**config.mk**
```make
export PLATFORM = sky130hd
export DESIGN_NAME = hsid_mse_comp
export DESIGN_NICKNAME = d
export VERILOG_FILES = /design/src/hsid_pkg.sv /design/src/hsid_mse_comp.sv
export VERILOG_INCLUDE_DIRS = /design/src /design/src/src
export SDC_FILE = /design/constraint.sdc
export NUM_CORES = 1
export LEC_CHECK = 0
export BUFFER_PORTS_ARGS = -buffer_cell sky130_fd_sc_hd__buf_4
export CORE_MARGIN = 5
export CORE_UTILIZATION = 50
export DETAILED_ROUTE_END_ITERATION = 10
export PLACE_DENSITY = 0.76
export SLEW_MARGIN = 20
export SYNTH_ARGS = -nofsm -noshare
export SYNTH_HDL_FRONTEND = slang
export SYNTH_SLANG_ARGS = --single-unit
```
**constraint.sdc**
```tcl
create_clock -name clk -period 6.5 [get_ports clk]
set_input_delay 0.325 -clock clk [delete_from_list [all_inputs] [get_ports clk]]
set_output_delay 0.325 -clock clk [all_outputs]
set_load 0.03 [all_outputs]
```
**src/hsid_params.svh**
```systemverilog
`ifndef HSID_PARAMS_SVH
`define HSID_PARAMS_SVH

`define HSID_SAMPLE_W    16      // Unsigned spectral sample
`define HSID_MSE_W       32      // Finished MSE value
`define HSID_BANDS       16      // Bands per spectrum
`define HSID_BANDS_LOG2  4       // Mean shift
`define HSID_LIB_SIZE    16      // Reference spectra in library
`define HSID_REF_W       4       // Reference index
`define HSID_BAND_W      4       // Band index
`define HSID_ACC_W       36      // Sum of 16 squares of 16-bit values
`define HSID_ADDR_W      12      // AXI4-Lite byte address
`define HSID_DATA_W      32      // AXI4-Lite data bus

`define HSID_REG_CTRL      12'h000  // bit0 start, bit1 clear
`define HSID_REG_STATUS    12'h004  // bit0 busy, bit1 done
`define HSID_REG_NUM_REFS  12'h008
`define HSID_REG_MIN_VALUE 12'h010
`define HSID_REG_MIN_REF   12'h014
`define HSID_REG_MAX_VALUE 12'h018
`define HSID_REG_MAX_REF   12'h01C
`define HSID_REG_MIN_UPD   12'h020
`define HSID_REG_MAX_UPD   12'h024
`define HSID_REG_PIXEL     12'h040  // One word per band
`define HSID_REG_LIB       12'h400  // Word index is ref*16+band

`endif

```
**src/hsid_pkg.sv**
```systemverilog
`include "hsid_params.svh"

package hsid_pkg;

  typedef enum logic [1:0] {
    IDLE,   // Waiting for start
    SCAN,   // Issuing bands
    DRAIN   // Waiting for last result
  } hsid_ctrl_state_e;

  typedef struct packed {
    logic                    valid;
    logic [`HSID_REF_W-1:0]  ref_idx;   // Reference being streamed
    logic [`HSID_BAND_W-1:0] band;
    logic                    first;     // Band 0 of a reference
    logic                    last;      // Final band of final reference
  } hsid_band_t;

  typedef struct packed {
    logic                    valid;
    logic [`HSID_MSE_W-1:0]  value;
    logic [`HSID_REF_W-1:0]  ref_idx;
    logic                    last;
  } hsid_mse_t;

  typedef struct packed {
    logic                    valid;
    logic                    last;
    logic [`HSID_MSE_W-1:0]  min_value;
    logic [`HSID_REF_W-1:0]  min_ref;
    logic                    min_changed;
    logic [`HSID_MSE_W-1:0]  max_value;
    logic [`HSID_REF_W-1:0]  max_ref;
    logic                    max_changed;
  } hsid_extreme_t;

  typedef struct packed {
    logic                                 en;
    logic [`HSID_REF_W+`HSID_BAND_W-1:0]  addr;  // ref*16+band
    logic [`HSID_SAMPLE_W-1:0]            data;
  } hsid_lib_wr_t;

endpackage

```
**src/hsid_mse_comp.sv**
```systemverilog
`timescale 1ns/1ps
`include "hsid_params.svh"

module hsid_mse_comp (
  input  logic                    clk,
  input  logic                    rst_n,
  input  logic                    clear,     // Start of a new scan
  input  hsid_pkg::hsid_mse_t     mse,
  output hsid_pkg::hsid_extreme_t extreme
);

  localparam hsid_pkg::hsid_extreme_t extreme_init = '{
    valid:       1'b0,
    last:        1'b0,
    min_value:   '1,         // Any MSE beats it
    min_ref:     '0,
    min_changed: 1'b0,
    max_value:   '0,
    max_ref:     '0,
    max_changed: 1'b0
  };

  logic min_hit, max_hit;

  // Ties replace so the later reference wins
  assign min_hit = mse.valid && (mse.value <= extreme.min_value);
  assign max_hit = mse.valid && (mse.value >= extreme.max_value);

  always_ff @(posedge clk or negedge rst_n) begin
    if (!rst_n) begin
      extreme <= extreme_init;
    end else if (clear) begin
      extreme <= extreme_init;
    end else begin
      extreme.valid       <= mse.valid;
      extreme.last        <= mse.valid && mse.last;   // Forwarded end of scan
      extreme.min_changed <= min_hit;
      extreme.max_changed <= max_hit;
      if (min_hit) begin
        extreme.min_value <= mse.value;
        extreme.min_ref   <= mse.ref_idx;
      end
      if (max_hit) begin
        extreme.max_value <= mse.value;
        extreme.max_ref   <= mse.ref_idx;
      end
    end
  end

endmodule

```
Word level (Yosys, flattened, before mapping)
Cells that the tools add are included.

Register bits after elaboration: 76. Logic and storage cells: 18.

$lt $le $gt $ge: 2. Multiplexer cells: 3. Reductions and logical operators: 5.

Operators by type and width (number): $mux 76 (1); $mux 36 (2); $ge 32x32->1 (1); $le 32x32->1 (1); $reduce_bool 2->1 (2); $logic_and 1x1->1 (3).

Longest topological paths before layout
Depth after elaboration: 4. Depth in mapped cells: 10. Gate-level depth less buffers: 8.

Worst setup path after synthesis
No wires, ideal clock.

Path type: flip-flop to flip-flop. Start: register extreme[69] (netlist name). End: register extreme[48] (netlist name). Library setup time: 84 ps. Arrival: 2467 ps. Data required time: 6416 ps. Path slack: 3950 ps. Stages on the path, launching flop included: 11. Period minus slack after synthesis: 2550 ps. Cell sequence: dfstp_2 > inv_1 > ha_1 > a21oi_1 > o21ai_0 > a221oi_1 > a21boi_4 > or2_1 > buf_6 > buf_8 > o32a_1.

Word-level cells in the longest chain between the ends: 3.

RTL lines: start: declaration (RTL line hsid_mse_comp.sv:9) `output hsid_pkg::hsid_extreme_t extreme`; start signal: assignment (RTL line hsid_mse_comp.sv:31) `extreme <= extreme_init;`; start signal: assignment (RTL line hsid_mse_comp.sv:33) `extreme <= extreme_init;`; $le 32x32->1 (RTL line hsid_mse_comp.sv:26) `assign min_hit = mse.valid && (mse.value <= extreme.min_value);`; $logic_and 1x1->1 (RTL line hsid_mse_comp.sv:26); $reduce_bool 2->1 (no line).

No other way between the ends. A chain may end at the register's enable or synchronous reset.

Worst setup path in the final report
Start: register extreme[35] (netlist name). End: register extreme[32] (netlist name).

Word-level cells in the longest chain between the ends: 3.

RTL lines: $ge 32x32->1 (RTL line hsid_mse_comp.sv:27) `assign max_hit = mse.valid && (mse.value >= extreme.max_value);`; $logic_and 1x1->1 (RTL line hsid_mse_comp.sv:27); $reduce_bool 2->1 (no line).

No other way between the ends.

==> flow_metrics.py <==
metrics = {
    "routing": {
        "avgViaCountPerCell": 5.80,
        "routed_wl_mm": 11.8,
        "wl_per_cell_um": 18.4,
        "drt-pass1-iter-count": 4,
        "first_iter_violations": 125,
        "drc": 0,
        "ant_nets": 0,
        "vias": 3731,
    },
    "synthesis": {
        "synth_area_per_cell_um2": 10.9,
        "yosysUniqueCellTypes": 43,
        "syn_inst": 415,
        "async_flop_share_pct": 100,
        "syn_nets": 520,
        "ys.flop_type": "dfrtp_1",
        "synth_top_family_by_area": "compound AO/OA/AOI/OAI gates",
        "synth_area_mm2": 0.00454,
        "yosys.area_share.adder_pct": 17.6,
        "synth_xor_area_share_pct": 0,
        "synthMuxAreaShare_pct": 0,
        "synth_warnings": 0,
        "synth_compound_area_share_pct": 23.0,
        "ys_seq_area_share_pct": 42.8,
        "synthSimpleGateAreaFrac_pct": 6.94,
        "synth_edf_count": 0,
        "ys_ff_latch": 76,
    },
    "worst_setup_path": {
        "slowest_stage": "a2111oi_4",
        "r2r-start": "extreme[35]$_DFFE_PN0P_",
        "cp_top_family": "compound AO/OA/AOI/OAI gates",
        "cp.required_ns": 6.78,
        "cp-startpoint": "extreme[35]$_DFFE_PN0P_",
        "critical_path.startpoint_type": "flop",
        "critPathBufInv": 2,
        "worst-setup-path-type": "reg2reg",
        "crit_chain": "inv_1 -> ha_1 -> and4_1 -> a221oi_1 -> nor2_1 -> a2111oi_4 -> buf_4 -> a22o_1",
        "cp-end-kind": "flop",
        "slowest_delay_ns": 0.93,
        "cp_max_fo": 20,
        "arrival_ns": 3.35,
    },
    "final_layout": {
        "final_layout_size_suffix_gt1_share_pct": 34.0,
        "multi_input_area_mm2": 0.00216,
        "antenna_cells": 0,
        "syn2layout_area_growth_pct": 23.6,
        "largest_reg_flops": 76,
        "fillers": 738,
        "regMostFlops": "extreme",
        "final_nets": 635,
        "top_regs": "extreme x76",
        "fin_area_mm2": 0.00561,
        "seqCellArea_mm2": 0.00194,
    },
    "placed_design": {
        "io_buffers": 116,
        "dp.final_hpwl_mm": 8.63,
        "dpl_cell_area_mm2": 0.00542,
        "gp_congestion": 0.860,
    },
    "pwr": {
        "p_leak_uw": 0.00286,
        "ir_drop_mv": 0.113,
        "power_density_mw_per_mm2": 226,
    },
    "grt": {
        "grt_max_degree": 77,
        "grt_pass1_vias": 3819,
        "track_usage_pct": 21.4,
        "grt_pass1_wl_mm": 19.3,
        "antenna_found_initial": 0,
        "overflow": 0,
    },
    "clocking": {
        "clock_latency_ns": 0.35,
        "clkSinkCount": 76,
        "cts.root.buffer_cell": "clkbuf_8",
        "post_cts_buffers": 0,
        "cts_tree": "done",
        "h-tree-depth": 3,
        "hold_buffers": 0,
        "cts_resized": 0,
        "path_clk_slew_ns": 0.09,
        "cts-buffers-inserted": 9,
        "cts.path.max_buffers": 2,
    },
    "floorplanning": {
        "die_h_um": 105,
        "die_x_um": 105,
        "num_io_pins": 117,
        "initial_utilization_pct": 51.6,
        "die_area_mm2": 0.0111,
        "rows": 34,
        "core-area_mm2": 0.00881,
    },
    "sta": {
        "fin_worst_skew_ns": 0.0114,
        "setup_viol": 0,
        "rsz0062_at_grt": "no",
        "max_freq_ghz": 0.326,
        "maxSlewHeadroom_pct": 32.5,
        "tns_ns": 0,
        "period_needed_ns": 3.07,
        "tightest_slew_ns": 1.01,
        "period_share_pct": 47.2,
        "hold_viol_final": 0,
        "slew_viol_final": 0,
    },
    "worst_hold_path": {
        "holdCritPathClass": "in2async",
    },
    "job": {
        "maxCapViolations": 0,
    },
    "outcome": {
        "status": "finished, final reports clean",
    },
}
layout make-up:
| type | count | share of cell area, % |
|---|---|---|
| Clock buffer | 10 | 2.27 |
| Multi-Input combinational cell | 249 | 38.5 |
| Timing Repair Buffer | 121 | 16.2 |
| Tap cell | 108 | 2.41 |
| Clock inverter | 6 | 1.14 |
| Sequential cell | 76 | 34.6 |
| Inverter | 73 | 4.88 |
metal layers:
layer | part of all wire [%] | GRT usage [%] | vias to the layer above | wire (um)
met3 | 7.3 | 5.26 | 19 | 867
met4 | 1.5 | 6.84 | 0 | 177
met2 | 47 | 34.9 | 134 | 5510
li1 | - | - | 1774 | -
met5 | 0 | 0 | - | 0
met1 | 45 | 28.0 | 1804 | 5270
cell families (layout without fill, tap and decap cells):
family	after synthesis	in the layout
AO/OA/AOI/OAI	124	124
buffers and inverters	90	210
flip-flops	76	76
adder cells (fa/ha/maj)	64	64
AND/OR/NAND/NOR	61	61
cells in the final DEF (no fill, tap or decap), types with 6 or more instances in the layout:
| cell type | count |
|---|---|
| inv_1 | 73 |
| o32a_1 | 26 |
| nand2_1 | 24 |
| o32a_2 | 6 |
| nand4_1 | 11 |
| clkbuf_8 | 9 |
| nor2_1 | 6 |
| o21ai_0 | 7 |
| dfstp_2 | 32 |
| buf_4 | 121 |
| a21oi_1 | 24 |
| a22o_1 | 36 |
| ha_1 | 64 |
| dfrtp_1 | 44 |
through the flow:
step	cells	util, %	worst slack [ns]	power (uW)	hold WS, ns
after floorplan	415	-	3.95	785	0.0294
after global placement	627	61.6	3.46	906	0.491
after detailed placement	627	61.6	3.40	918	0.492
after CTS	643	63.7	3.43	1280	0.155
after global routing	643	63.7	3.19	1330	0.198
final	643	63.7	3.43	1270	0.117
report_power, final:
group,internal [uW],switching (uW),total [uW]
sequential,519,30.3,549
combinational,142,218,360
clock,178,184,361
total,839,432,1270
cell usage after synthesis (2+ instances only):
| cell type | n | area [um2] |
|---|---|---|
| o21ai_0 | 7 | 35.0 |
| ha_1 | 64 | 801 |
| dfrtp_1 | 44 | 1100 |
| o22ai_1 | 5 | 31.3 |
| nand2_1 | 24 | 90.1 |
| a21oi_1 | 24 | 120 |
| nand4_1 | 11 | 68.8 |
| nor4_1 | 3 | 18.8 |
| dfstp_2 | 32 | 841 |
| inv_1 | 73 | 274 |
| nor2_1 | 6 | 22.5 |
| a22o_1 | 36 | 315 |
| and4_1 | 2 | 17.5 |
| o32a_2 | 6 | 67.6 |
| nand3_1 | 5 | 25.0 |
| buf_4 | 4 | 30.0 |
| clkbuf_1 | 3 | 11.3 |
| nor3_1 | 3 | 15.0 |
| o32a_1 | 26 | 260 |
| a221oi_1 | 3 | 26.3 |
| buf_6 | 7 | 78.8 |
| o2bb2ai_1 | 2 | 17.5 |
| o21ai_1 | 2 | 10.0 |
| buf_8 | 3 | 45.0 |
| o21a_1 | 2 | 15.0 |
path summary, 6_finish.rpt:
check,end,depth (start not counted),slack (ns)
setup / recovery,extreme[32]$_DFFE_PN0P_,8,3.43
min in group clk,extreme[2]$_DFFE_PN0P_,2,0.21
hold / removal,extreme[39]$_DFFE_PN0P_,1,0.12
setup reg to reg,extreme[32]$_DFFE_PN0P_,8,3.43
hold reg to reg,extreme[1]$_DFFE_PN0P_,1,0.52
max in group asynchronous,extreme[21]$_DFFE_PN0P_,1,5.76
Power figures use the tool's default switching activity.
