**config.mk**
```make
export PLATFORM = sky130hd
export DESIGN_NAME = hsid_library_ram
export DESIGN_NICKNAME = d
export VERILOG_FILES = /design/src/hsid_pkg.sv /design/src/hsid_library_ram.sv
export VERILOG_INCLUDE_DIRS = /design/src /design/src/src
export SDC_FILE = /design/constraint.sdc
export NUM_CORES = 2
export LEC_CHECK = 0
export BUFFER_PORTS_ARGS = -buffer_cell sky130_fd_sc_hd__buf_4
export CAP_MARGIN = 20
export CORE_ASPECT_RATIO = 1.4
export CORE_MARGIN = 2
export CORE_UTILIZATION = 60
export DETAILED_ROUTE_END_ITERATION = 6
export PLACE_DENSITY = 0.76
export SLEW_MARGIN = 10
export SYNTH_ARGS = -nofsm -noshare
export SYNTH_HDL_FRONTEND = slang
export SYNTH_SLANG_ARGS = --single-unit
```
**constraint.sdc**
```tcl
create_clock -name clk -period 6.73 [get_ports clk]
set_clock_uncertainty 0.1 [all_clocks]
set_input_delay 1.0095 -clock clk [delete_from_list [all_inputs] [get_ports clk]]
set_output_delay 1.0095 -clock clk [all_outputs]
set_load 0.005 [all_outputs]
```
**src/hsid_params.svh**
```systemverilog
`ifndef HSID_PARAMS_SVH
`define HSID_PARAMS_SVH

`define HSID_SAMPLE_W    16      // Unsigned spectral sample
`define HSID_MSE_W       32      // Finished MSE value
`define HSID_BANDS       16      // Bands per spectrum
`define HSID_BANDS_LOG2  4       // Mean shift
`define HSID_LIB_SIZE    16      // Reference spectra in library
`define HSID_REF_W       4       // Reference index
`define HSID_BAND_W      4       // Band index
`define HSID_ACC_W       36      // Sum of 16 squares of 16-bit values
`define HSID_ADDR_W      12      // AXI4-Lite byte address
`define HSID_DATA_W      32      // AXI4-Lite data bus

`define HSID_REG_CTRL      12'h000  // bit0 start, bit1 clear
`define HSID_REG_STATUS    12'h004  // bit0 busy, bit1 done
`define HSID_REG_NUM_REFS  12'h008
`define HSID_REG_MIN_VALUE 12'h010
`define HSID_REG_MIN_REF   12'h014
`define HSID_REG_MAX_VALUE 12'h018
`define HSID_REG_MAX_REF   12'h01C
`define HSID_REG_MIN_UPD   12'h020
`define HSID_REG_MAX_UPD   12'h024
`define HSID_REG_PIXEL     12'h040  // One word per band
`define HSID_REG_LIB       12'h400  // Word index is ref*16+band

`endif

```
**src/hsid_pkg.sv**
```systemverilog
`include "hsid_params.svh"

package hsid_pkg;

  typedef enum logic [1:0] {
    IDLE,   // Waiting for start
    SCAN,   // Issuing bands
    DRAIN   // Waiting for last result
  } hsid_ctrl_state_e;

  typedef struct packed {
    logic                    valid;
    logic [`HSID_REF_W-1:0]  ref_idx;   // Reference being streamed
    logic [`HSID_BAND_W-1:0] band;
    logic                    first;     // Band 0 of a reference
    logic                    last;      // Final band of final reference
  } hsid_band_t;

  typedef struct packed {
    logic                    valid;
    logic [`HSID_MSE_W-1:0]  value;
    logic [`HSID_REF_W-1:0]  ref_idx;
    logic                    last;
  } hsid_mse_t;

  typedef struct packed {
    logic                    valid;
    logic                    last;
    logic [`HSID_MSE_W-1:0]  min_value;
    logic [`HSID_REF_W-1:0]  min_ref;
    logic                    min_changed;
    logic [`HSID_MSE_W-1:0]  max_value;
    logic [`HSID_REF_W-1:0]  max_ref;
    logic                    max_changed;
  } hsid_extreme_t;

  typedef struct packed {
    logic                                 en;
    logic [`HSID_REF_W+`HSID_BAND_W-1:0]  addr;  // ref*16+band
    logic [`HSID_SAMPLE_W-1:0]            data;
  } hsid_lib_wr_t;

endpackage

```
**src/hsid_library_ram.sv**
```systemverilog
`timescale 1ns/1ps
`include "hsid_params.svh"

module hsid_library_ram (
  input  logic                                  clk,
  input  hsid_pkg::hsid_lib_wr_t                lib_wr,
  input  logic [`HSID_REF_W+`HSID_BAND_W-1:0]   rd_addr,   // ref*16+band
  output logic [`HSID_SAMPLE_W-1:0]             rd_data
);

  localparam int depth = `HSID_LIB_SIZE * `HSID_BANDS;

  logic [`HSID_SAMPLE_W-1:0] mem [depth];   // 256 x 16

  // Host write port
  always_ff @(posedge clk) begin
    if (lib_wr.en) begin
      mem[lib_wr.addr] <= lib_wr.data;
    end
  end

  // Registered read, one cycle latency
  always_ff @(posedge clk) begin
    rd_data <= mem[rd_addr];
  end

endmodule

```
After elaboration in Yosys (flattened, before gate mapping):

Memory sizes are Yosys's and may differ from the RTL's. A register that Yosys moved wholly into a read port is not among the register bits.
Cells that the tools add are included.

* multiplexer cells: 2

Operators with widths (count)
* 2-to-1 mux 1 bit: 2

* word-level logic and storage cells: 3
* bits in writable memories: 4096
* register bits: 0
* input bits: 34
* output and inout bits: 16
* memories: 1

Memory list
* mem: words 256, bits a word 16, read ports 1, clocked after memory_dff 1, write ports 1, line hsid_library_ram.sv:13 `` logic [`HSID_SAMPLE_W-1:0] mem [depth]; ``

Depth between registers and ports, before layout:

* word-level depth: 2
* gate-level depth with buffers: 12
* depth with buffers taken out: 6

Worst setup path before layout:

OpenSTA, ideal clock, no wires.

* kind: input to register
* start point: input lib_wr[19] (netlist name)
* end point: memory mem[235][0] (netlist name) (enable)
* setup time: 0.388 ns
* path slack: 3.455 ns
* required time: 6.242 ns
* arrival time: 2.786 ns
* path buffers: 3
* stages on the path: 6
* path through: clkbuf_1 nor2b_1 clkbuf_1 nand4_1 clkbuf_1 nor2_1

RTL lines
* from (decl): line hsid_library_ram.sv:6 `input hsid_pkg::hsid_lib_wr_t lib_wr,`
* to (decl): line hsid_library_ram.sv:13

Straight into the memory's write port.

==> reports/summary.json <==
{
  "routabilityCongestion": {"value": 0.9513},
  "p_leak": {"value": 55.84, "unit": "nW"},
  "synth_area_leader_cell": {"value": "sky130_fd_sc_hd__edfxtp_1"},
  "critPathRequiredTime": {"value": 7.32, "unit": "ns"},
  "final_period_minus_worst_setup_slack": {"value": 5.114, "unit": "ns"},
  "drt_first_pass_iters": {"value": 7},
  "synth_most_common_cell": {"value": "sky130_fd_sc_hd__edfxtp_1"},
  "ys_async_sr_fraction": {"value": 0},
  "grt_overflow_total": {"value": 0},
  "timing_hold_violations_final": {"value": 0},
  "ys_top_cells_by_area": {"value": "sky130_fd_sc_hd__edfxtp_1 (77%), sky130_fd_sc_hd__mux4_2 (11%), sky130_fd_sc_hd__mux2i_1 (3.6%), sky130_fd_sc_hd__o221ai_1 (1.4%), sky130_fd_sc_hd__nor2_1 (0.72%)"},
  "rsz0062_at_grt": {"value": "no"},
  "cts_post_setup_buffers_inserted": {"value": 0},
  "die_width": {"value": 438.7, "unit": "µm"},
  "num_vias": {"value": 80030},
  "initial_utilization": {"value": 0.6026},
  "timing.setup.tns": {"value": 0, "unit": "ns"},
  "post-route-worst-setup-slack": {"value": 1.616, "unit": "ns"},
  "ys_top_cells_by_count": {"value": "sky130_fd_sc_hd__edfxtp_1 (4096), sky130_fd_sc_hd__mux4_2 (797), sky130_fd_sc_hd__mux2i_1 (565), sky130_fd_sc_hd__nor2_1 (304), sky130_fd_sc_hd__o221ai_1 (252)"},
  "vias_per_cell": {"value": 6.954},
  "achievable-frequency": {"value": 195.5, "unit": "MHz"},
  "dpl.hpwl": {"value": 234.6, "unit": "mm"},
  "detailedPlace.worstSlack": {"value": 1.295, "unit": "ns"},
  "numPortBuffers": {"value": 49},
  "synth_simple_gate_area_frac": {"value": 0.01574},
  "p_per_area": {"value": 292.3, "unit": "mW/mm²"},
  "pin_count": {"value": 50},
  "ir_worst_vdd": {"value": 210.2, "unit": "µV"},
  "die_area": {"value": 0.2687, "unit": "mm²"},
  "clockRootBuffer": {"value": "sky130_fd_sc_hd__clkbuf_16"},
  "placed_cell_area": {"value": 0.1645, "unit": "mm²"},
  "clk_path_buf_depth": {"value": 4},
  "synth_sequential_area_ratio": {"value": 0.7770},
  "finalSetupViolCount": {"value": 0},
  "final_min_period_over_clock_period": {"value": 0.7599},
  "finalNetCount": {"value": 7764},
  "ys_warn_count": {"value": 0},
  "path_max_fanout": {"value": 68},
  "slew_headroom": {"value": 0.01955},
  "std_cell_rows": {"value": 223},
  "worstSkewPairLatency": {"value": 0.92, "unit": "ns"},
  "worst-setup-path-type": {"value": "primary input to flop"},
  "clock_slew_at_the_register_clock_pins_of_the_worst_setup_and_hold_paths": {"value": 0.07, "unit": "ns"},
  "cts_max_level": {"value": 5},
  "ff2ff_path_depth": {"value": 6},
  "route.detailed.wl_per_inst": {"value": 35.54, "unit": "µm"},
  "tightestPinTransition": {"value": 1.471, "unit": "ns"},
  "drc_errors": {"value": 6},
  "synth_cells": {"value": 7360},
  "route.final.wire_length": {"value": 409.0, "unit": "mm"},
  "postLayoutCellArea": {"value": 0.1763, "unit": "mm²"},
  "grtUsageTotal": {"value": 0.3049},
  "maxCapViolations": {"value": 0},
  "post-place-cells": {"value": 10840},
  "cts_tree": {"value": "yes"},
  "synthesized_area_fraction_occupied_by_adder_cells": {"value": 0},
  "cp-end-kind": {"value": "flop"},
  "antenna_left": {"value": 0},
  "netlist.area_leader.share": {"value": 0.7750},
  "post_synth_cell_types": {"value": 52},
  "critPathLaunchType": {"value": "primary input"},
  "synthesized_netlist_net_count": {"value": 7394},
  "grt_pass1_vias": {"value": 80070},
  "cts-resized-gates": {"value": 0},
  "timing_max_transition_violations_final": {"value": 0},
  "maximum_number_of_pins_on_one_net_before_global_route_repair": {"value": 187},
  "antenna_found_initial": {"value": 19},
  "die_h": {"value": 612.6, "unit": "µm"},
  "hold_class": {"value": "primary input to flop"},
  "synth_xor_area_frac": {"value": 0},
  "worstPathArrival": {"value": 5.71, "unit": "ns"},
  "combinational_family_with_the_most_area_after_synthesis": {"value": "multiplexers"},
  "clock_sinks": {"value": 4112},
  "muxShareOfSynthArea": {"value": 0.1550},
  "fillers": {"value": 15870},
  "finish.cell_count_without_fillers": {"value": 11510},
  "area_fraction_in_compound_gates_after_synthesis": {"value": 0.03537},
  "dr.first_iter.drc_count": {"value": 12180},
  "synth_flop_cell": {"value": "sky130_fd_sc_hd__edfxtp_1"},
  "post_synthesis_to_final_layout_area_growth": {"value": 11.07, "unit": "%"},
  "mappedNetlistArea": {"value": 0.1587, "unit": "mm²"},
  "cts_made_buffers": {"value": 366},
  "cts_hold_buffers": {"value": 0},
  "fp.coreArea": {"value": 0.2634, "unit": "mm²"},
  "violations": {"value": "design-rule violations"},
  "worstHoldPathCells": {"value": 1},
  "outcome": {"value": "finished with violations"},
  "synth.ff_latch_count": {"value": 4112},
  "ratio_of_cells_with_drive_above_1_in_the_final_layout": {"value": 0.2381},
  "wire_length_of_the_first_global_routing_pass": {"value": 582.3, "unit": "mm"},
  "number_of_enable_flip_flop_cells_after_synthesis": {"value": 4096},
  "syn_area_per_cell": {"value": 21.56, "unit": "µm²"}
}
[per-layer routing]
| layer | global-route usage | share of wire | vias up |
|---|---|---|---|
| li1 | - | - | 31940 |
| met1 | 0.3925 | 0.34 | 41470 |
| met2 | 0.4869 | 0.49 | 5524 |
| met3 | 0.06550 | 0.11 | 1071 |
| met4 | 0.1737 | 0.069 | 20 |
| met5 | 0 | 0.00035 | - |
[final timing paths]
| check | start | endpoint | slack, ns |
|---|---|---|---|
| worst max-delay path | rd_addr[1] | rd_data[12]$_DFF_P_ | 1.62 |
| worst min register to register | mem[194][6]$_DFFE_PP_ | rd_data[6]$_DFF_P_ | 0.98 |
| worst min-delay path | lib_wr[9] | mem[252][9]$_DFFE_PP_ | 0.44 |
| worst max register to register | mem[3][15]$_DFFE_PP_ | rd_data[15]$_DFF_P_ | 3.02 |
[sequential cells by signal (all words and copies together), names as in the netlist]
signal / count
mem: 4096
rd_data: 16
[logic make-up after synthesis]
group                  after synthesis
DFF                               4112
muxes                             1450
AOI/OAI and AO/OA                  786
and+or+nand+nor                    556
buffers and inverters              456
[worst max-delay path, cell delays in order]
cell and delay [ns]:
sky130_fd_sc_hd__buf_8 0.57, sky130_fd_sc_hd__nand2b_4 0.52, sky130_fd_sc_hd__buf_4 0.51, sky130_fd_sc_hd__o221ai_1 0.46, sky130_fd_sc_hd__a21oi_1 0.13, sky130_fd_sc_hd__o31ai_1 0.87, sky130_fd_sc_hd__o32ai_1 0.46, sky130_fd_sc_hd__nor4_1 0.98
[through the flow]
stage	hold WS, ns	utilization	power, mW
floorplan	0.7538	-	30.19
CTS	0.4295	0.6689	51.61
global route	0.4515	0.6692	52.62
detailed placement	0.9327	0.6247	31.33
finish	0.4421	0.6693	51.52
global placement	0.8905	0.6243	31.26
[cells in the final DEF (no fill, tap or decap), types with 16 or more instances in the layout]
master                         n
sky130_fd_sc_hd__a22oi_1      43
sky130_fd_sc_hd__o32ai_1      20
sky130_fd_sc_hd__nor2_1      275
sky130_fd_sc_hd__o221ai_1    252
sky130_fd_sc_hd__bufinv_16    36
sky130_fd_sc_hd__buf_8        21
sky130_fd_sc_hd__nor2_2       28
sky130_fd_sc_hd__mux2i_1     565
sky130_fd_sc_hd__a221oi_1     28
sky130_fd_sc_hd__clkbuf_16   372
sky130_fd_sc_hd__a21oi_1     175
sky130_fd_sc_hd__mux4_2      797
sky130_fd_sc_hd__clkbuf_1     69
sky130_fd_sc_hd__nand2_1      38
sky130_fd_sc_hd__a211oi_1     18
sky130_fd_sc_hd__o21ai_0      37
sky130_fd_sc_hd__clkinv_2     70
sky130_fd_sc_hd__dfxtp_1      16
sky130_fd_sc_hd__a22o_1       32
sky130_fd_sc_hd__nor4_1       17
sky130_fd_sc_hd__buf_12       33
sky130_fd_sc_hd__nand3_1      32
sky130_fd_sc_hd__nand4_1      26
sky130_fd_sc_hd__o22ai_1     148
sky130_fd_sc_hd__edfxtp_1   4096
sky130_fd_sc_hd__clkinv_1     69
sky130_fd_sc_hd__buf_4       390
sky130_fd_sc_hd__nor3_1       87
sky130_fd_sc_hd__mux2_2       88
[final cells by class]
cell class                      instances  area, µm²  area share
Multi-Input combinational cell       2792      32860      0.1864
Timing Repair Buffer                  454       4040     0.02292
Clock buffer                          441       9568     0.05428
Antenna cell                            5      12.51  0.00007098
Tap cell                             3487       4363     0.02475
Sequential cell                      4112     123300      0.6995
Inverter                                4      27.53   0.0001561
Clock inverter                        213       2093     0.01187
[power breakdown]
part	switching, mW	internal (mW)
Sequential	0.0537	28.2
Clock	9.14	11.5
Combinational	1.69	0.870
Total	10.9	40.6
(Power assumes the default switching activity.)
