**config.mk**
```make
export PLATFORM = sky130hd
export DESIGN_NAME = hsid_ctrl
export DESIGN_NICKNAME = d
export VERILOG_FILES = /design/src/hsid_pkg.sv /design/src/hsid_ctrl.sv
export VERILOG_INCLUDE_DIRS = /design/src /design/src/src
export SDC_FILE = /design/constraint.sdc
export NUM_CORES = 1
export LEC_CHECK = 0
export BUFFER_PORTS_ARGS = -buffer_cell sky130_fd_sc_hd__buf_2
export CORE_MARGIN = 5
export CORE_UTILIZATION = 38
export CTS_BUF_LIST = sky130_fd_sc_hd__clkbuf_2 sky130_fd_sc_hd__clkbuf_4 sky130_fd_sc_hd__clkbuf_8
export CTS_CLUSTER_DIAMETER = 60
export DETAILED_ROUTE_END_ITERATION = 16
export PLACE_DENSITY = 0.68
export SYNTH_ARGS = -nofsm -noshare
export SYNTH_HDL_FRONTEND = slang
export SYNTH_SLANG_ARGS = --single-unit
```
**constraint.sdc**
```tcl
create_clock -name clk -period 2 [get_ports clk]
set_input_delay 0.2 -clock clk [delete_from_list [all_inputs] [get_ports clk]]
set_output_delay 0.2 -clock clk [all_outputs]
set_load 0.02 [all_outputs]
```
**src/hsid_params.svh**
```systemverilog
`ifndef HSID_PARAMS_SVH
`define HSID_PARAMS_SVH

`define HSID_SAMPLE_W    16      // Unsigned spectral sample
`define HSID_MSE_W       32      // Finished MSE value
`define HSID_BANDS       16      // Bands per spectrum
`define HSID_BANDS_LOG2  4       // Mean shift
`define HSID_LIB_SIZE    16      // Reference spectra in library
`define HSID_REF_W       4       // Reference index
`define HSID_BAND_W      4       // Band index
`define HSID_ACC_W       36      // Sum of 16 squares of 16-bit values
`define HSID_ADDR_W      12      // AXI4-Lite byte address
`define HSID_DATA_W      32      // AXI4-Lite data bus

`define HSID_REG_CTRL      12'h000  // bit0 start, bit1 clear
`define HSID_REG_STATUS    12'h004  // bit0 busy, bit1 done
`define HSID_REG_NUM_REFS  12'h008
`define HSID_REG_MIN_VALUE 12'h010
`define HSID_REG_MIN_REF   12'h014
`define HSID_REG_MAX_VALUE 12'h018
`define HSID_REG_MAX_REF   12'h01C
`define HSID_REG_MIN_UPD   12'h020
`define HSID_REG_MAX_UPD   12'h024
`define HSID_REG_PIXEL     12'h040  // One word per band
`define HSID_REG_LIB       12'h400  // Word index is ref*16+band

`endif

```
**src/hsid_pkg.sv**
```systemverilog
`include "hsid_params.svh"

package hsid_pkg;

  typedef enum logic [1:0] {
    IDLE,   // Waiting for start
    SCAN,   // Issuing bands
    DRAIN   // Waiting for last result
  } hsid_ctrl_state_e;

  typedef struct packed {
    logic                    valid;
    logic [`HSID_REF_W-1:0]  ref_idx;   // Reference being streamed
    logic [`HSID_BAND_W-1:0] band;
    logic                    first;     // Band 0 of a reference
    logic                    last;      // Final band of final reference
  } hsid_band_t;

  typedef struct packed {
    logic                    valid;
    logic [`HSID_MSE_W-1:0]  value;
    logic [`HSID_REF_W-1:0]  ref_idx;
    logic                    last;
  } hsid_mse_t;

  typedef struct packed {
    logic                    valid;
    logic                    last;
    logic [`HSID_MSE_W-1:0]  min_value;
    logic [`HSID_REF_W-1:0]  min_ref;
    logic                    min_changed;
    logic [`HSID_MSE_W-1:0]  max_value;
    logic [`HSID_REF_W-1:0]  max_ref;
    logic                    max_changed;
  } hsid_extreme_t;

  typedef struct packed {
    logic                                 en;
    logic [`HSID_REF_W+`HSID_BAND_W-1:0]  addr;  // ref*16+band
    logic [`HSID_SAMPLE_W-1:0]            data;
  } hsid_lib_wr_t;

endpackage

```
**src/hsid_ctrl.sv**
```systemverilog
`timescale 1ns/1ps
`include "hsid_params.svh"

module hsid_ctrl (
  input  logic                                  clk,
  input  logic                                  rst_n,
  input  logic                                  start,
  input  logic [`HSID_DATA_W-1:0]               num_refs,
  input  logic                                  busy,
  output hsid_pkg::hsid_band_t                  band,
  output logic [`HSID_REF_W+`HSID_BAND_W-1:0]   rd_addr,
  output logic                                  clear    // Comparator restart
);

  hsid_pkg::hsid_ctrl_state_e state_q;
  logic                       launch;
  logic [`HSID_REF_W-1:0]     last_ref_d, last_ref_q;
  logic [`HSID_BAND_W-1:0]    next_band;
  logic [`HSID_REF_W-1:0]     next_ref;

  // Clamp reference count to 1..16
  always_comb begin
    if (num_refs == '0) last_ref_d = '0;
    else if (num_refs >= `HSID_LIB_SIZE) last_ref_d = '1;
    else last_ref_d = num_refs[`HSID_REF_W-1:0] - 1'b1;
  end

  // DRAIN with busy low is the last cycle of a scan and may relaunch
  assign launch = start && (state_q == hsid_pkg::IDLE
                  || (state_q == hsid_pkg::DRAIN && !busy));
  assign clear  = launch;

  // Band count is a power of two so the band counter wraps by itself
  assign next_band = band.band + 1'b1;
  assign next_ref  = (band.band == `HSID_BANDS - 1) ? band.ref_idx + 1'b1 : band.ref_idx;

  assign rd_addr = {band.ref_idx, band.band};

  always_ff @(posedge clk or negedge rst_n) begin
    if (!rst_n) begin
      state_q    <= hsid_pkg::IDLE;
      band       <= '0;
      last_ref_q <= '0;
    end else if (launch) begin
      state_q    <= hsid_pkg::SCAN;
      last_ref_q <= last_ref_d;                        // Held for whole scan
      band       <= '{valid: 1'b1, ref_idx: '0, band: '0, first: 1'b1, last: 1'b0};
    end else begin
      case (state_q)
        hsid_pkg::SCAN: begin
          if (band.last) begin
            band.valid <= 1'b0;
            band.last  <= 1'b0;
            state_q    <= hsid_pkg::DRAIN;
          end else begin
            band.band    <= next_band;
            band.ref_idx <= next_ref;
            band.first   <= (next_band == '0);
            band.last    <= (next_band == `HSID_BANDS - 1) && (next_ref == last_ref_q);
          end
        end
        hsid_pkg::DRAIN: if (!busy) state_q <= hsid_pkg::IDLE;
        default: ;                                     // IDLE waits for start
      endcase
    end
  end

endmodule

```
# Word-level counts from Yosys, hierarchy flattened
# Cells that the tools add are included.
# W data, S select, Z words.
# classes
n_addsub,3
n_mul,0
n_div,0
order_cmp,1
n_eq_ne,8
shifts,0
n_mux,12
bitwise_logic,0
reduce_logical,14
# ops
op,count
$ge A32 B5 Y1 const B,1
$logic_not A32 Y1,1
$mux W11,2
$mux W4,3
$mux W9,1
$add A4 B1 Y4 const B,2
$eq A4 B4 Y1 const B,2
$mux W2,3
$ne A3 B3 Y1 const B,2
$eq A4 B4 Y1,1
$logic_not A4 Y1,1
$pmux W2 S2,1
$reduce_and A2 Y1,2
$reduce_bool A2 Y1,2
$sub A4 B1 Y4 const B,1
$logic_and A1 B1 Y1,3
$reduce_and A3 Y1,1
$reduce_bool A3 Y1,1
$eq A2 B1 Y1 const B,1
$eq A2 B2 Y1 const B,1
$logic_not A2 Y1,1
$mux W1,2
$ne A2 B1 Y1 const B,1
$logic_not A1 Y1,1
$logic_or A1 B1 Y1,1
# totals
register_bits,17
latchBits,0
ramBits,0
romBits,0
in_bits,36
out_inout_bits,20
word_cells,45
n_memories,0

# Logic depth before layout (Yosys ltp)
# logic_depth
word_depth,7
mapped_depth,5
mapped_depth_nobuf,5

# Worst setup path before layout
# No wires, ideal clock.
# synth_timing
path_kind,reg-to-reg
startpoint,reg band[2] (netlist name)
endpoint,reg band[0] (netlist name)
setup_time_ps,81
arrival_ps,1644
required_time_ps,1919
path_slack_ps,275
path_stages_with_launch,6
path_buffers,0
synth_period_minus_slack_ps,1725
cell_sequence,dfrtp_1 -> ha_1 -> nand3_1 -> or3_1 -> a32o_1 -> o22ai_2
# synth_via
elab_chain_cells,7
word_cells_on_any_way,9
classes_between,1 x add/sub; 3 x eq/ne; 4 x mux; 1 x reduce/logical
# synth_rtl
item,line,source
from (decl),hsid_ctrl.sv:10,"output hsid_pkg::hsid_band_t band,"
from (signal assigned),hsid_ctrl.sv:47,"band <= '{valid: 1'b1, ref_idx: '0, band: '0, first: 1'b1, last: 1'b0};"
branches (longest 3 deep; another with $add A4 B1 Y4),n/a,
$logic_and A1 B1 Y1 *,hsid_ctrl.sv:59,band.last <= (next_band == `HSID_BANDS - 1) && (next_ref == last_ref_q);
$mux W1 *,hsid_ctrl.sv:51,if (band.last) begin
$mux W11 *,hsid_ctrl.sv:49,case (state_q)
$mux W11 *,hsid_ctrl.sv:44,end else if (launch) begin
# Every way passes the cells marked *. The select of a mux whose other input is x is not followed.
# A chain may end at the register's enable or synchronous reset.

# Worst setup path after layout
# Ends and elaborated chain as after synthesis.

==> flow_metrics.env <==
export IMPL_worstPathRequired_ns=2.23
export IMPL_insertedDiodeCount=0
export IMPL_status="finished, final reports clean"
export IMPL_postSynthAreaPerCell_sq_um=9.104
export IMPL_tightest_slew_ns=0.5242
export IMPL_fillers=249
export IMPL_tns_ns=0
export IMPL_final_cell_mix="55 x buf_2, 17 x dfrtp_1, 11 x nor2_1"
export IMPL_slew_viol_final=0
export IMPL_nets=213
export IMPL_post_place_ws_ns=0.2700
export IMPL_rsz0062_at_grt="no"
export IMPL_synth_seq_cells=17
export IMPL_numCtsBuffers=3
export IMPL_drive_gt1_share_pct=39.18
export IMPL_ys_flop_type="dfrtp_1"
export IMPL_synth_fp_nets=164
export IMPL_track_usage_pct=13.44
export IMPL_antenna_found_initial=0
export IMPL_io_pin_count=56
export IMPL_clock_latency_ns=0.30
export IMPL_setup_ws_ns=0.2534
export IMPL_synthCells=123
export IMPL_period_minus_slack_ns=1.747
export IMPL_hold_viol=0
export IMPL_cp_start_kind="register"
export IMPL_period_share_pct=87.33
export IMPL_finalInstanceArea_sq_um=1390
export IMPL_cap_violations=0
export IMPL_drtIter0Drc=29
export IMPL_clk_path_buf_depth=2
export IMPL_holdWs_ns=0.1720
export IMPL_numClockSinks=17
export IMPL_via_count=1056
export IMPL_setup_viol=0
export IMPL_muxShareOfSynthArea_pct=1.899
export IMPL_yosys_area_top_type="dfrtp_1"
export IMPL_grt_overflow=0
export IMPL_via_per_inst=5.228
export IMPL_gp_congestion=0.8119
export IMPL_synthAdderAreaFrac_pct=5.587
export IMPL_synth_compound_gate_area_share_pct=15.64
export IMPL_die_w_um=64.29
export IMPL_multiInputGateArea_sq_um=591.8
export IMPL_fmax_mhz=572.6
export IMPL_area_growth_pct=24.13
export IMPL_synth_top_family_by_area="simple AND/OR/NAND/NOR gates"
export IMPL_io_buffers=55
export IMPL_htreeDepth=1
export IMPL_grt_pass1_vias=1080
export IMPL_path_class="register to register"
export IMPL_dpl_hpwl_um=2151
export IMPL_min_delay_start="busy"
export IMPL_maxSlewHeadroom_pct=65.05
export IMPL_synthDistinctLibCells=38
export IMPL_grt_max_degree=18
export IMPL_synth_top_area_share_pct=37.99
export IMPL_grt_pass1_wl_um=4595
export IMPL_die_height_um=64.29
export IMPL_arrival_ns=1.97
export IMPL_rows=19
export IMPL_avgRoutedWirePerCell_um=13.39
export IMPL_r2r_start="band[2]"
export IMPL_total_power_mw=1.453
export IMPL_cts_clk_slew_worst_paths_ns=0.10
export IMPL_synth_edff_count=0
export IMPL_die_area_sq_um=4133
export IMPL_synth_async_reset_ratio_pct=100.0
export IMPL_min_to="state_q[1]"
export IMPL_cts_tree="yes"
export IMPL_worstRegToRegCells=5
export IMPL_hold_depth=3
export IMPL_final_common_cell="buf_2"
export IMPL_r2r_end="band[0]"
export IMPL_ys_warn_count=0
export IMPL_p_leak_nw=0.6927
export IMPL_wl_um=2704
export IMPL_crit_fanout=7
export IMPL_placed_area_sq_um=1350
export IMPL_cts_root_buf="clkbuf_4"
export IMPL_first_pass_iters=4
export IMPL_register_area_sq_um=425.4
export IMPL_end_kind="register"
export IMPL_power_per_cell_area_nw_per_um2=1045
export IMPL_r2r_setup_slack_ns=0.25
export IMPL_synth_area_leaders="dfrtp_1 38%, ha_1 5.6%, buf_4 5.4%, nor4_1 3.9%, xor2_1 3.9%"
export IMPL_start_util_pct=40.26
export IMPL_drc_errors=0
export IMPL_cp_startpoint="band[2]"
export IMPL_clock_skew_ns=0.007593
export IMPL_yosysSeqAreaShare_pct=37.99
export IMPL_ant_nets=0
export IMPL_coreArea_sq_um=2781
export IMPL_synthSimpleGateAreaFrac_pct=23.46
export IMPL_synth_area_sq_um=1120
export IMPL_synth_xor_area_share_pct=6.257
export IMPL_hold_path_class="primary input to register"
export IMPL_ir_worst_vdd_uv=733.2
-- sequential cells by signal, indices dropped and copies added (netlist names) --
register    flops
band           11
state_q         2
last_ref_q      4
-- logic make-up (layout without fill, tap and decap cells) --
| logic type | Yosys count | count (layout) |
|---|---|---|
| buf+inv | 17 | 65 |
| compound gates | 27 | 27 |
| mux | 2 | 2 |
| xor+xnor | 8 | 8 |
| fa+ha+maj | 5 | 5 |
| simple gates | 47 | 47 |
| flops | 17 | 17 |
-- cell type report --
class	count	area share (%)
clock buffers	4	2.160
inverters	5	1.350
multi-input cells	89	42.57
flip-flops and latches	17	30.60
well taps	31	2.790
repair buffers	56	20.52
-- power by group --
part	internal (mW)	switching [mW]	total [mW]	leakage, nW
clock	0.0914	0.114	0.206	0.0184
sequential	0.429	0.122	0.551	0.201
combinational	0.273	0.423	0.696	0.474
-- through the flow --
step                cells  utilization [%]
floorplan             123                -
global placement      197            48.54
detailed placement    197            48.54
CTS                   202            49.98
global route          202            49.98
finish                202            49.98
-- critical path, stage by stage (launching register included) --
cell	delay, ns
dfrtp_1	0.44
ha_1	0.28
nand3_1	0.21
or3_1	0.41
a32o_1	0.22
o22ai_2	0.11
-- layer usage --
layer / vias to the layer above / global-route usage, % / wire, um
li1: 532 / - / -
met1: 469 / 16.60 / 1171
met2: 51 / 23.26 / 1240
met3: 4 / 2.977 / 267
met4: 0 / 3.817 / 24
met5: - / 0 / 0
-- synth_stat cells (3+ instances only) --
cell type	instances
a21o_1	3
a21oi_1	6
a31oi_1	4
buf_4	8
dfrtp_1	17
ha_1	5
inv_1	5
nand2_1	5
nand3_1	7
nor2_1	11
nor4_1	7
o21ai_0	7
xnor2_1	3
xor2_1	5
-- worst max path at each step --
stage	slack, ns	end	cells after the start
2_1_floorplan	0.27	band[0]	5
3_3_place_gp	0.34	band[0]	5
3_5_place_dp	0.27	band[0]	5
4_1_cts	0.25	band[0]	5
5_1_grt	0.11	band[0]	5
6_report	0.25	band[0]	5
-- repair_timing --
action                                 in CTS  in global routing
setup endpoints to repair                   0                  0
endpoints found under the hold margin      17                  0
setup buffers                               0                  0
hold buffers                                1                  0
gates resized for setup                     0                  0
Power figures use the tool's default switching activity.
