[config.mk]
export PLATFORM = sky130hd
export DESIGN_NAME = hsid_axil_regs
export DESIGN_NICKNAME = d
export VERILOG_FILES = /design/src/hsid_pkg.sv /design/src/hsid_axil_regs.sv
export VERILOG_INCLUDE_DIRS = /design/src /design/src/src
export SDC_FILE = /design/constraint.sdc
export NUM_CORES = 1
export LEC_CHECK = 0
export BUFFER_PORTS_ARGS = -buffer_cell sky130_fd_sc_hd__buf_2
export CAP_MARGIN = 25
export CORE_MARGIN = 3
export CORE_UTILIZATION = 45
export CTS_CLUSTER_DIAMETER = 50
export DETAILED_ROUTE_END_ITERATION = 10
export HOLD_SLACK_MARGIN = 0.03
export PLACE_DENSITY = 0.79
export SYNTH_ARGS = -nofsm -noshare
export SYNTH_HDL_FRONTEND = slang
export SYNTH_SLANG_ARGS = --single-unit
[constraint.sdc]
create_clock -name clk -period 5.38 [get_ports clk]
set_clock_uncertainty 0.05 [all_clocks]
set_input_delay 0.538 -clock clk [delete_from_list [all_inputs] [get_ports clk]]
set_output_delay 0.538 -clock clk [all_outputs]
set_load 0.02 [all_outputs]
[src/hsid_params.svh]
`ifndef HSID_PARAMS_SVH
`define HSID_PARAMS_SVH

`define HSID_SAMPLE_W    16      // Unsigned spectral sample
`define HSID_MSE_W       32      // Finished MSE value
`define HSID_BANDS       16      // Bands per spectrum
`define HSID_BANDS_LOG2  4       // Mean shift
`define HSID_LIB_SIZE    16      // Reference spectra in library
`define HSID_REF_W       4       // Reference index
`define HSID_BAND_W      4       // Band index
`define HSID_ACC_W       36      // Sum of 16 squares of 16-bit values
`define HSID_ADDR_W      12      // AXI4-Lite byte address
`define HSID_DATA_W      32      // AXI4-Lite data bus

`define HSID_REG_CTRL      12'h000  // bit0 start, bit1 clear
`define HSID_REG_STATUS    12'h004  // bit0 busy, bit1 done
`define HSID_REG_NUM_REFS  12'h008
`define HSID_REG_MIN_VALUE 12'h010
`define HSID_REG_MIN_REF   12'h014
`define HSID_REG_MAX_VALUE 12'h018
`define HSID_REG_MAX_REF   12'h01C
`define HSID_REG_MIN_UPD   12'h020
`define HSID_REG_MAX_UPD   12'h024
`define HSID_REG_PIXEL     12'h040  // One word per band
`define HSID_REG_LIB       12'h400  // Word index is ref*16+band

`endif

[src/hsid_pkg.sv]
`include "hsid_params.svh"

package hsid_pkg;

  typedef enum logic [1:0] {
    IDLE,   // Waiting for start
    SCAN,   // Issuing bands
    DRAIN   // Waiting for last result
  } hsid_ctrl_state_e;

  typedef struct packed {
    logic                    valid;
    logic [`HSID_REF_W-1:0]  ref_idx;   // Reference being streamed
    logic [`HSID_BAND_W-1:0] band;
    logic                    first;     // Band 0 of a reference
    logic                    last;      // Final band of final reference
  } hsid_band_t;

  typedef struct packed {
    logic                    valid;
    logic [`HSID_MSE_W-1:0]  value;
    logic [`HSID_REF_W-1:0]  ref_idx;
    logic                    last;
  } hsid_mse_t;

  typedef struct packed {
    logic                    valid;
    logic                    last;
    logic [`HSID_MSE_W-1:0]  min_value;
    logic [`HSID_REF_W-1:0]  min_ref;
    logic                    min_changed;
    logic [`HSID_MSE_W-1:0]  max_value;
    logic [`HSID_REF_W-1:0]  max_ref;
    logic                    max_changed;
  } hsid_extreme_t;

  typedef struct packed {
    logic                                 en;
    logic [`HSID_REF_W+`HSID_BAND_W-1:0]  addr;  // ref*16+band
    logic [`HSID_SAMPLE_W-1:0]            data;
  } hsid_lib_wr_t;

endpackage

[src/hsid_axil_regs.sv]
`timescale 1ns/1ps
`include "hsid_params.svh"

module hsid_axil_regs (
  input  logic                                   clk,
  input  logic                                   rst_n,
  input  logic [`HSID_ADDR_W-1:0]                awaddr,
  input  logic                                   awvalid,
  output logic                                   awready,
  input  logic [`HSID_DATA_W-1:0]                wdata,
  input  logic [`HSID_DATA_W/8-1:0]              wstrb,
  input  logic                                   wvalid,
  output logic                                   wready,
  output logic [1:0]                             bresp,
  output logic                                   bvalid,
  input  logic                                   bready,
  input  logic [`HSID_ADDR_W-1:0]                araddr,
  input  logic                                   arvalid,
  output logic                                   arready,
  output logic [`HSID_DATA_W-1:0]                rdata,
  output logic [1:0]                             rresp,
  output logic                                   rvalid,
  input  logic                                   rready,
  output hsid_pkg::hsid_lib_wr_t                 lib_wr,
  output logic [`HSID_BANDS*`HSID_SAMPLE_W-1:0]  pixel,     // Band b at bits [16b +: 16]
  output logic [`HSID_DATA_W-1:0]                num_refs,
  output logic                                   start,     // One-cycle pulse
  output logic                                   busy,
  input  hsid_pkg::hsid_extreme_t                extreme
);

  logic [`HSID_BANDS-1:0][`HSID_SAMPLE_W-1:0] pixel_q;
  logic                          wr_hs, rd_hs;        // AXI handshakes
  logic                          wr_ctrl, wr_pix, wr_lib, rd_pix;
  logic                          host_clear;
  logic                          done;
  logic [`HSID_MSE_W-1:0]        min_value, max_value;
  logic [`HSID_REF_W-1:0]        min_ref, max_ref;
  logic [`HSID_REF_W:0]          min_upd, max_upd;    // Up to 16 updates per scan
  logic [`HSID_DATA_W-1:0]       rd_word;

  assign awready = ~bvalid;                           // One write outstanding
  assign wready  = ~bvalid;
  assign wr_hs   = awvalid & wvalid & ~bvalid;
  assign arready = ~rvalid;
  assign rd_hs   = arvalid & ~rvalid;
  assign bresp   = 2'b00;                             // Always OKAY
  assign rresp   = 2'b00;

  // Write decode
  always_comb begin
    wr_ctrl = wr_hs && (awaddr == `HSID_REG_CTRL) && wstrb[0];
    wr_pix  = wr_hs && !busy && (awaddr >= `HSID_REG_PIXEL)
              && (awaddr < `HSID_REG_PIXEL + 4 * `HSID_BANDS);
    wr_lib  = wr_hs && !busy && (awaddr >= `HSID_REG_LIB)
              && (awaddr < `HSID_REG_LIB + 4 * `HSID_BANDS * `HSID_LIB_SIZE);
    rd_pix  = (araddr >= `HSID_REG_PIXEL) && (araddr < `HSID_REG_PIXEL + 4 * `HSID_BANDS);
  end

  assign start      = wr_ctrl & wdata[0] & ~busy;     // Ignored while scanning
  assign host_clear = wr_ctrl & wdata[1];
  assign pixel      = pixel_q;

  // Library base is 1 KiB aligned so address bits [9:2] give ref*16+band
  assign lib_wr.en   = wr_lib & (&wstrb[1:0]);       // Full sample writes only
  assign lib_wr.addr = awaddr[2 +: `HSID_REF_W+`HSID_BAND_W];
  assign lib_wr.data = wdata[`HSID_SAMPLE_W-1:0];

  // Config registers
  always_ff @(posedge clk or negedge rst_n) begin
    if (!rst_n) begin
      pixel_q  <= '0;
      num_refs <= '0;
    end else begin
      if (wr_pix) begin                               // 64-byte aligned base
        if (wstrb[0]) pixel_q[awaddr[2 +: `HSID_BAND_W]][7:0]  <= wdata[7:0];
        if (wstrb[1]) pixel_q[awaddr[2 +: `HSID_BAND_W]][15:8] <= wdata[15:8];
      end
      if (wr_hs && awaddr == `HSID_REG_NUM_REFS) begin
        for (int i = 0; i < `HSID_DATA_W/8; i++) begin
          if (wstrb[i]) num_refs[8*i +: 8] <= wdata[8*i +: 8];
        end
      end
    end
  end

  // Busy and done
  always_ff @(posedge clk or negedge rst_n) begin
    if (!rst_n) begin
      busy <= 1'b0;
      done <= 1'b0;
    end else begin
      if (host_clear) done <= 1'b0;
      if (start) begin
        busy <= 1'b1;
        done <= 1'b0;
      end else if (extreme.valid && extreme.last) begin
        busy <= 1'b0;                                 // Last comparator output seen
        done <= 1'b1;
      end
    end
  end

  // Result registers and update counters
  always_ff @(posedge clk or negedge rst_n) begin
    if (!rst_n) begin
      min_value <= '1;
      min_ref   <= '0;
      max_value <= '0;
      max_ref   <= '0;
      min_upd   <= '0;
      max_upd   <= '0;
    end else begin
      if (host_clear) begin
        min_value <= '1;
        min_ref   <= '0;
        max_value <= '0;
        max_ref   <= '0;
      end else if (extreme.valid) begin
        min_value <= extreme.min_value;
        min_ref   <= extreme.min_ref;
        max_value <= extreme.max_value;
        max_ref   <= extreme.max_ref;
      end
      if (host_clear || start) begin
        min_upd <= '0;
        max_upd <= '0;
      end else begin
        if (extreme.min_changed) min_upd <= min_upd + 1'b1;  // Flags only high with valid
        if (extreme.max_changed) max_upd <= max_upd + 1'b1;
      end
    end
  end

  // Read mux
  always_comb begin
    rd_word = '0;
    if (rd_pix) begin
      rd_word[`HSID_SAMPLE_W-1:0] = pixel_q[araddr[2 +: `HSID_BAND_W]];
    end else begin
      case (araddr)
        `HSID_REG_STATUS:    rd_word[1:0] = {done, busy};
        `HSID_REG_NUM_REFS:  rd_word = num_refs;
        `HSID_REG_MIN_VALUE: rd_word = min_value;
        `HSID_REG_MIN_REF:   rd_word[`HSID_REF_W-1:0] = min_ref;
        `HSID_REG_MAX_VALUE: rd_word = max_value;
        `HSID_REG_MAX_REF:   rd_word[`HSID_REF_W-1:0] = max_ref;
        `HSID_REG_MIN_UPD:   rd_word[`HSID_REF_W:0] = min_upd;
        `HSID_REG_MAX_UPD:   rd_word[`HSID_REF_W:0] = max_upd;
        default:             rd_word = '0;           // CTRL, library and unmapped
      endcase
    end
  end

  // Response channels
  always_ff @(posedge clk or negedge rst_n) begin
    if (!rst_n) begin
      bvalid <= 1'b0;
      rvalid <= 1'b0;
    end else begin
      if (wr_hs) bvalid <= 1'b1;
      else if (bready) bvalid <= 1'b0;
      if (rd_hs) rvalid <= 1'b1;
      else if (rready) rvalid <= 1'b0;
    end
  end

  always_ff @(posedge clk) begin
    if (rd_hs) rdata <= rd_word;                      // Held until rready
  end

endmodule

======== Word-level counts from Yosys, hierarchy flattened ========
Index checks and enable logic that the tools add are counted.
W data, S select, Z words.
storage, ports and cells
  bits in registers ....................... 406
  input bits .............................. 143
  output and inout bits ................... 356
  logic and storage cells ................. 125
operators by class
  $add $sub $neg .......................... 2
  $lt $le $gt $ge ......................... 9
  equality and inequality tests ........... 9
  multiplexer cells ....................... 37
  bitwise gates (word level) .............. 10
  reductions and logical operators ........ 26
operator list
  operator                count
  $mux W256               3
  $bwmux W256             2
  $demux W16 S4           2
  $mux W32                4
  $pmux W27 S3            1
  $bmux W16 S4            1
  $eq A12 B5 Y1 const B   4
  $mux W16                3
  $eq A12 B4 Y1 const B   2
  $eq A12 B6 Y1 const B   2
  $ge A12 B7 Y1 const B   2
  $lt A12 B8 Y1 const B   2
  $mux W5                 4
  $mux W4                 4
  $pmux W2 S8             1
  $pmux W2 S7             1
  $eq A12 B3 Y1 const B   1
  $ge A12 B11 Y1 const B  1
  $logic_not A12 Y1       1
  $lt A12 B12 Y1 const B  1
  $reduce_bool A2 Y1      6
  $logic_and A1 B1 Y1     11
  $add A5 B1 Y5 const B   2
  $lt A4 B5 Y1 const B    2
  10 further kinds        30

======== Longest topological paths before layout ========
  depth in word-level cells ............... 9
  mapped depth ............................ 8
  mapped depth without buffers ............ 5

======== Least setup slack after synthesis ========
OpenSTA, ideal clock, no wires.
  kind .................................... input port to output port
  start point ............................. in awaddr[4]
  end point ............................... out start
  data arrival time ....................... 2.212 ns
  data required time ...................... 4.792 ns
  slack ................................... 2.580 ns
  stages .................................. 5
  path buffers ............................ 1
  path through ............................ clkbuf_1 -> or4_1 -> nor3_1 -> nand4_1 -> nor3b_1
on the way
  cells in the longest elaborated chain, start to end .. 5
ends and longest elaborated chain
  item                                line                  source
  start, declared                     hsid_axil_regs.sv:7   input logic [`HSID_ADDR_W-1:0] awaddr,
  $logic_not A12 Y1 (no source line)  -
  $logic_and A1 B1 Y1 (2 in a row)    hsid_axil_regs.sv:52  wr_ctrl = wr_hs && (awaddr == `HSID_REG_CTRL) && wstrb[0];
  $and A1 B1 Y1 (2 in a row)          hsid_axil_regs.sv:60  assign start = wr_ctrl & wdata[0] & ~busy;
  end, declared                       hsid_axil_regs.sv:27  output logic start,
No other way between the ends.

======== Worst setup path in the final report ========
  start point ............................. in awaddr[8]
  end point ............................... out start
The elaborated chain is that of the path after synthesis.

==> impl_results.md <==
* Fin nets at about 1900
* Area of the die at between 0.04 and 0.05 mm^2
* Pin count of the biggest net entering global routing at around 150
* FFs w/ async S/R, synth at 92.12%
* CTS tree: yes
* Static leakage at 12.21 nW
* IO buf count at around 490
* GR peak layer: met2
* CP Data Required Time at roughly 4.8 ns
* Final hold violations at 0
* Synth area leaders: dfrtp_1 46%, mux2_2 15%, mux4_2 8.3%, edfxtp_1 5.1%, mux2i_1 4.9%
* Final setup fails at 0
* Longest Clk Path Bufs at 3
* Register area share after synthesis at between 50 and 60%
* CTS root buf: clkbuf_16
* Finished Core Util at between 50% and 60%
* CTS resizes at 0
* CP Data Arrival Time at 2.78 ns
* Layout cells sized above 1 at a little over half
* Dpl cells at between 2000 and 2500
* Placed inst area at approximately 0.022 mm^2
* Clock Sinks at slightly above 400
* 1st-iter DRT viols at 1112
* Grt ovf at 0
* Total Power at slightly above 7 mW
* Core area at 0.04037 mm^2
* I/O pins at about 500
* DR vias/cell at ~5.8
* Wire per inst at 27.23 um
* Antenna violations before repair at 4
* Filler Cell Count at 3262
* Htree depth at 2
* Grt met3 use at between 8 and 9%
* Area growth, synth to finish at 23.65%
* Die Span Y at 209.6 um
* Crit path launch type: input port
* First-pass GRT wire length at between 90000 and 100000 um
* Synth warn at 0
* Fin crit share at a little over three fifths
* Skew-Pair Late Insertion Delay at a little under 0.6 ns
* Post-CTS Hold Fix Bufs at 1
* Final worst slack at a little over 2 ns
* Multi-input logic area at roughly 0.0077 mm^2
* Final non-filler cell area at roughly 0.023 mm^2
* Post-CTS Setup Bufs at 0
* Met2 global-route usage at 45.79%
* Setup TNS at 0 ns
* Cell Area, Synth at 0.01866 mm^2
* Layout Cells excl Fill at 2343
* Proportion of netlist area held by the largest area contributor at between 40% and 50%
* ANT nets after route at 0
* Worst hold slack at 0.09299 ns
* CTS buffer count at 47
* FF+latch count, synth at 406
* M1 GR Usage at a little under two fifths
* Max VDD drop at about 0.25 mV
* GRT Overall Usage at 28.43%
* Top FF cell, synth: dfrtp_1
* Synth unique cells at 57
* DP HPWL at ~46000 um
* Fmax at 296.8 MHz
* Worst slack, placed at 1.790 ns
* Standard-cell rows at 73
* Router iterations before antenna repair at 8
* Critical Path Sink Type: output pin
* Leading area contributor after synthesis: dfrtp_1
* Status: completed
* Clk slew on worst S/H paths at 0.06 ns
* Vias in the first global route at ~14000
* Initial core utilization at a little under half
* Slew margin rel. at a little under a third
* RSZ-0062 raised after global routing: no
* Die W at 209.6 um
* Worst slew pin tran at slightly above 1 ns
* Fin crit period at between 3 and 4 ns
* Count leader, synth: dfrtp_1
* Synthesized instance count at around 1300
* Pwr dens at about 310 mW/mm^2
* Max-cap violations at 0
* Number of enable flip-flop cells after synthesis at 32
* Register area at ~0.010 mm^2
* Placer Congestion at approximately 0.87
* Final wirelength at approximately 64000 um
* Crit-path max FO at 8
* Max Slew Vio Count at 0
* Post-synth top cells: 342 x dfrtp_1, 256 x mux2_2, 91 x mux2i_1
* Mean post-synth cell area at ~14 um^2
* Min-delay worst type: in -> reg
* Remaining DRCs at 0
* DR vias at about 14000
* Setup Crit Path Kind: in -> out
kinds of logic (layout without fill, tap and decap cells):
logic type                 count (synthesis)  after routing  synth area share, %
AOI/OAI and AO/OA                         81             81                3.319
muxes                                    450            450                30.71
buffers and inverters                    128            617                3.292
adders and majority gates                  2              2               0.1341
xor gates and xnor gates                   8              8               0.3755
DFF                                      406            406                55.51
and+or+nand+nor                          247            247                6.638
other                                      1              7              0.02009
flip-flops by register name, indices dropped and copies added, names as in the netlist, 4 cells and up:
name       flops
min_ref        4
pixel        256
num_refs      32
rdata         32
max_value     32
max_ref        4
min_value     32
max_upd        5
min_upd        5
worst max-delay path, cell delays in order:
cell	delay, ns
buf_2	0.13
or4_1	0.70
nor3_4	0.44
nand4_1	0.19
nor3b_1	0.50
buf_2	0.27
path summary, 6_finish.rpt:
| path | endpoint | slack [ns] | from | cells after the start |
|---|---|---|---|---|
| max | start | 2.01 | awaddr[8] | 6 |
| min | rvalid$_DFFE_PN0P_ | 0.09 | rready | 2 |
| max reg2reg | pixel[126]$_DFFE_PN0P_ | 2.14 | busy$_DFFE_PN0P_ | 6 |
| min reg2reg | max_value[14]$_DFFE_PN0P_ | 0.47 | max_value[14]$_DFFE_PN0P_ | 2 |
| max in group asynchronous | pixel[222]$_DFFE_PN0P_ | 3.49 | rst_n | 3 |
| min in group asynchronous | max_ref[3]$_DFFE_PN0P_ | 0.54 | rst_n | 2 |
routing by layer:
layer / vias up / wire [um]
li1: 5779 / -
met1: 7073 / 25390
met2: 719 / 30500
met3: 107 / 6139
met4: 4 / 1743
met5: - / 27
layout make-up:
class                      count  area share (%)
tap                          525           2.847
clock buffer                  63           5.796
antenna                        3         0.03253
sequential                   406           44.89
timing repair buffer         516           11.76
multi-input combinational    792           33.55
inverter                      18          0.2928
clock inverter                20          0.8350
cells in the final DEF (no fill, tap or decap), drive strengths merged, types with 9 or more instances in the layout:
cell type	synthesis	routed
clkbuf	52	63
nand3	13	13
nor3	9	9
mux2	290	290
and3	13	13
nor2b	13	13
clkinv	0	9
a22oi	11	11
nor2	92	92
nand2	74	74
a222oi	20	20
mux2i	91	91
buf	58	515
dfrtp	342	342
mux4	69	69
a21oi	9	9
dfstp	32	32
edfxtp	32	32
inv	18	23
where the power goes:
group / switching (mW) / total [mW] / internal (mW)
combinational: 0.365 / 0.573 / 0.207
sequential: 0.0990 / 3.33 / 3.23
clock: 1.32 / 3.17 / 1.85
total: 1.78 / 7.06 / 5.28
Note: power is estimated with default switching activity, not from simulation.
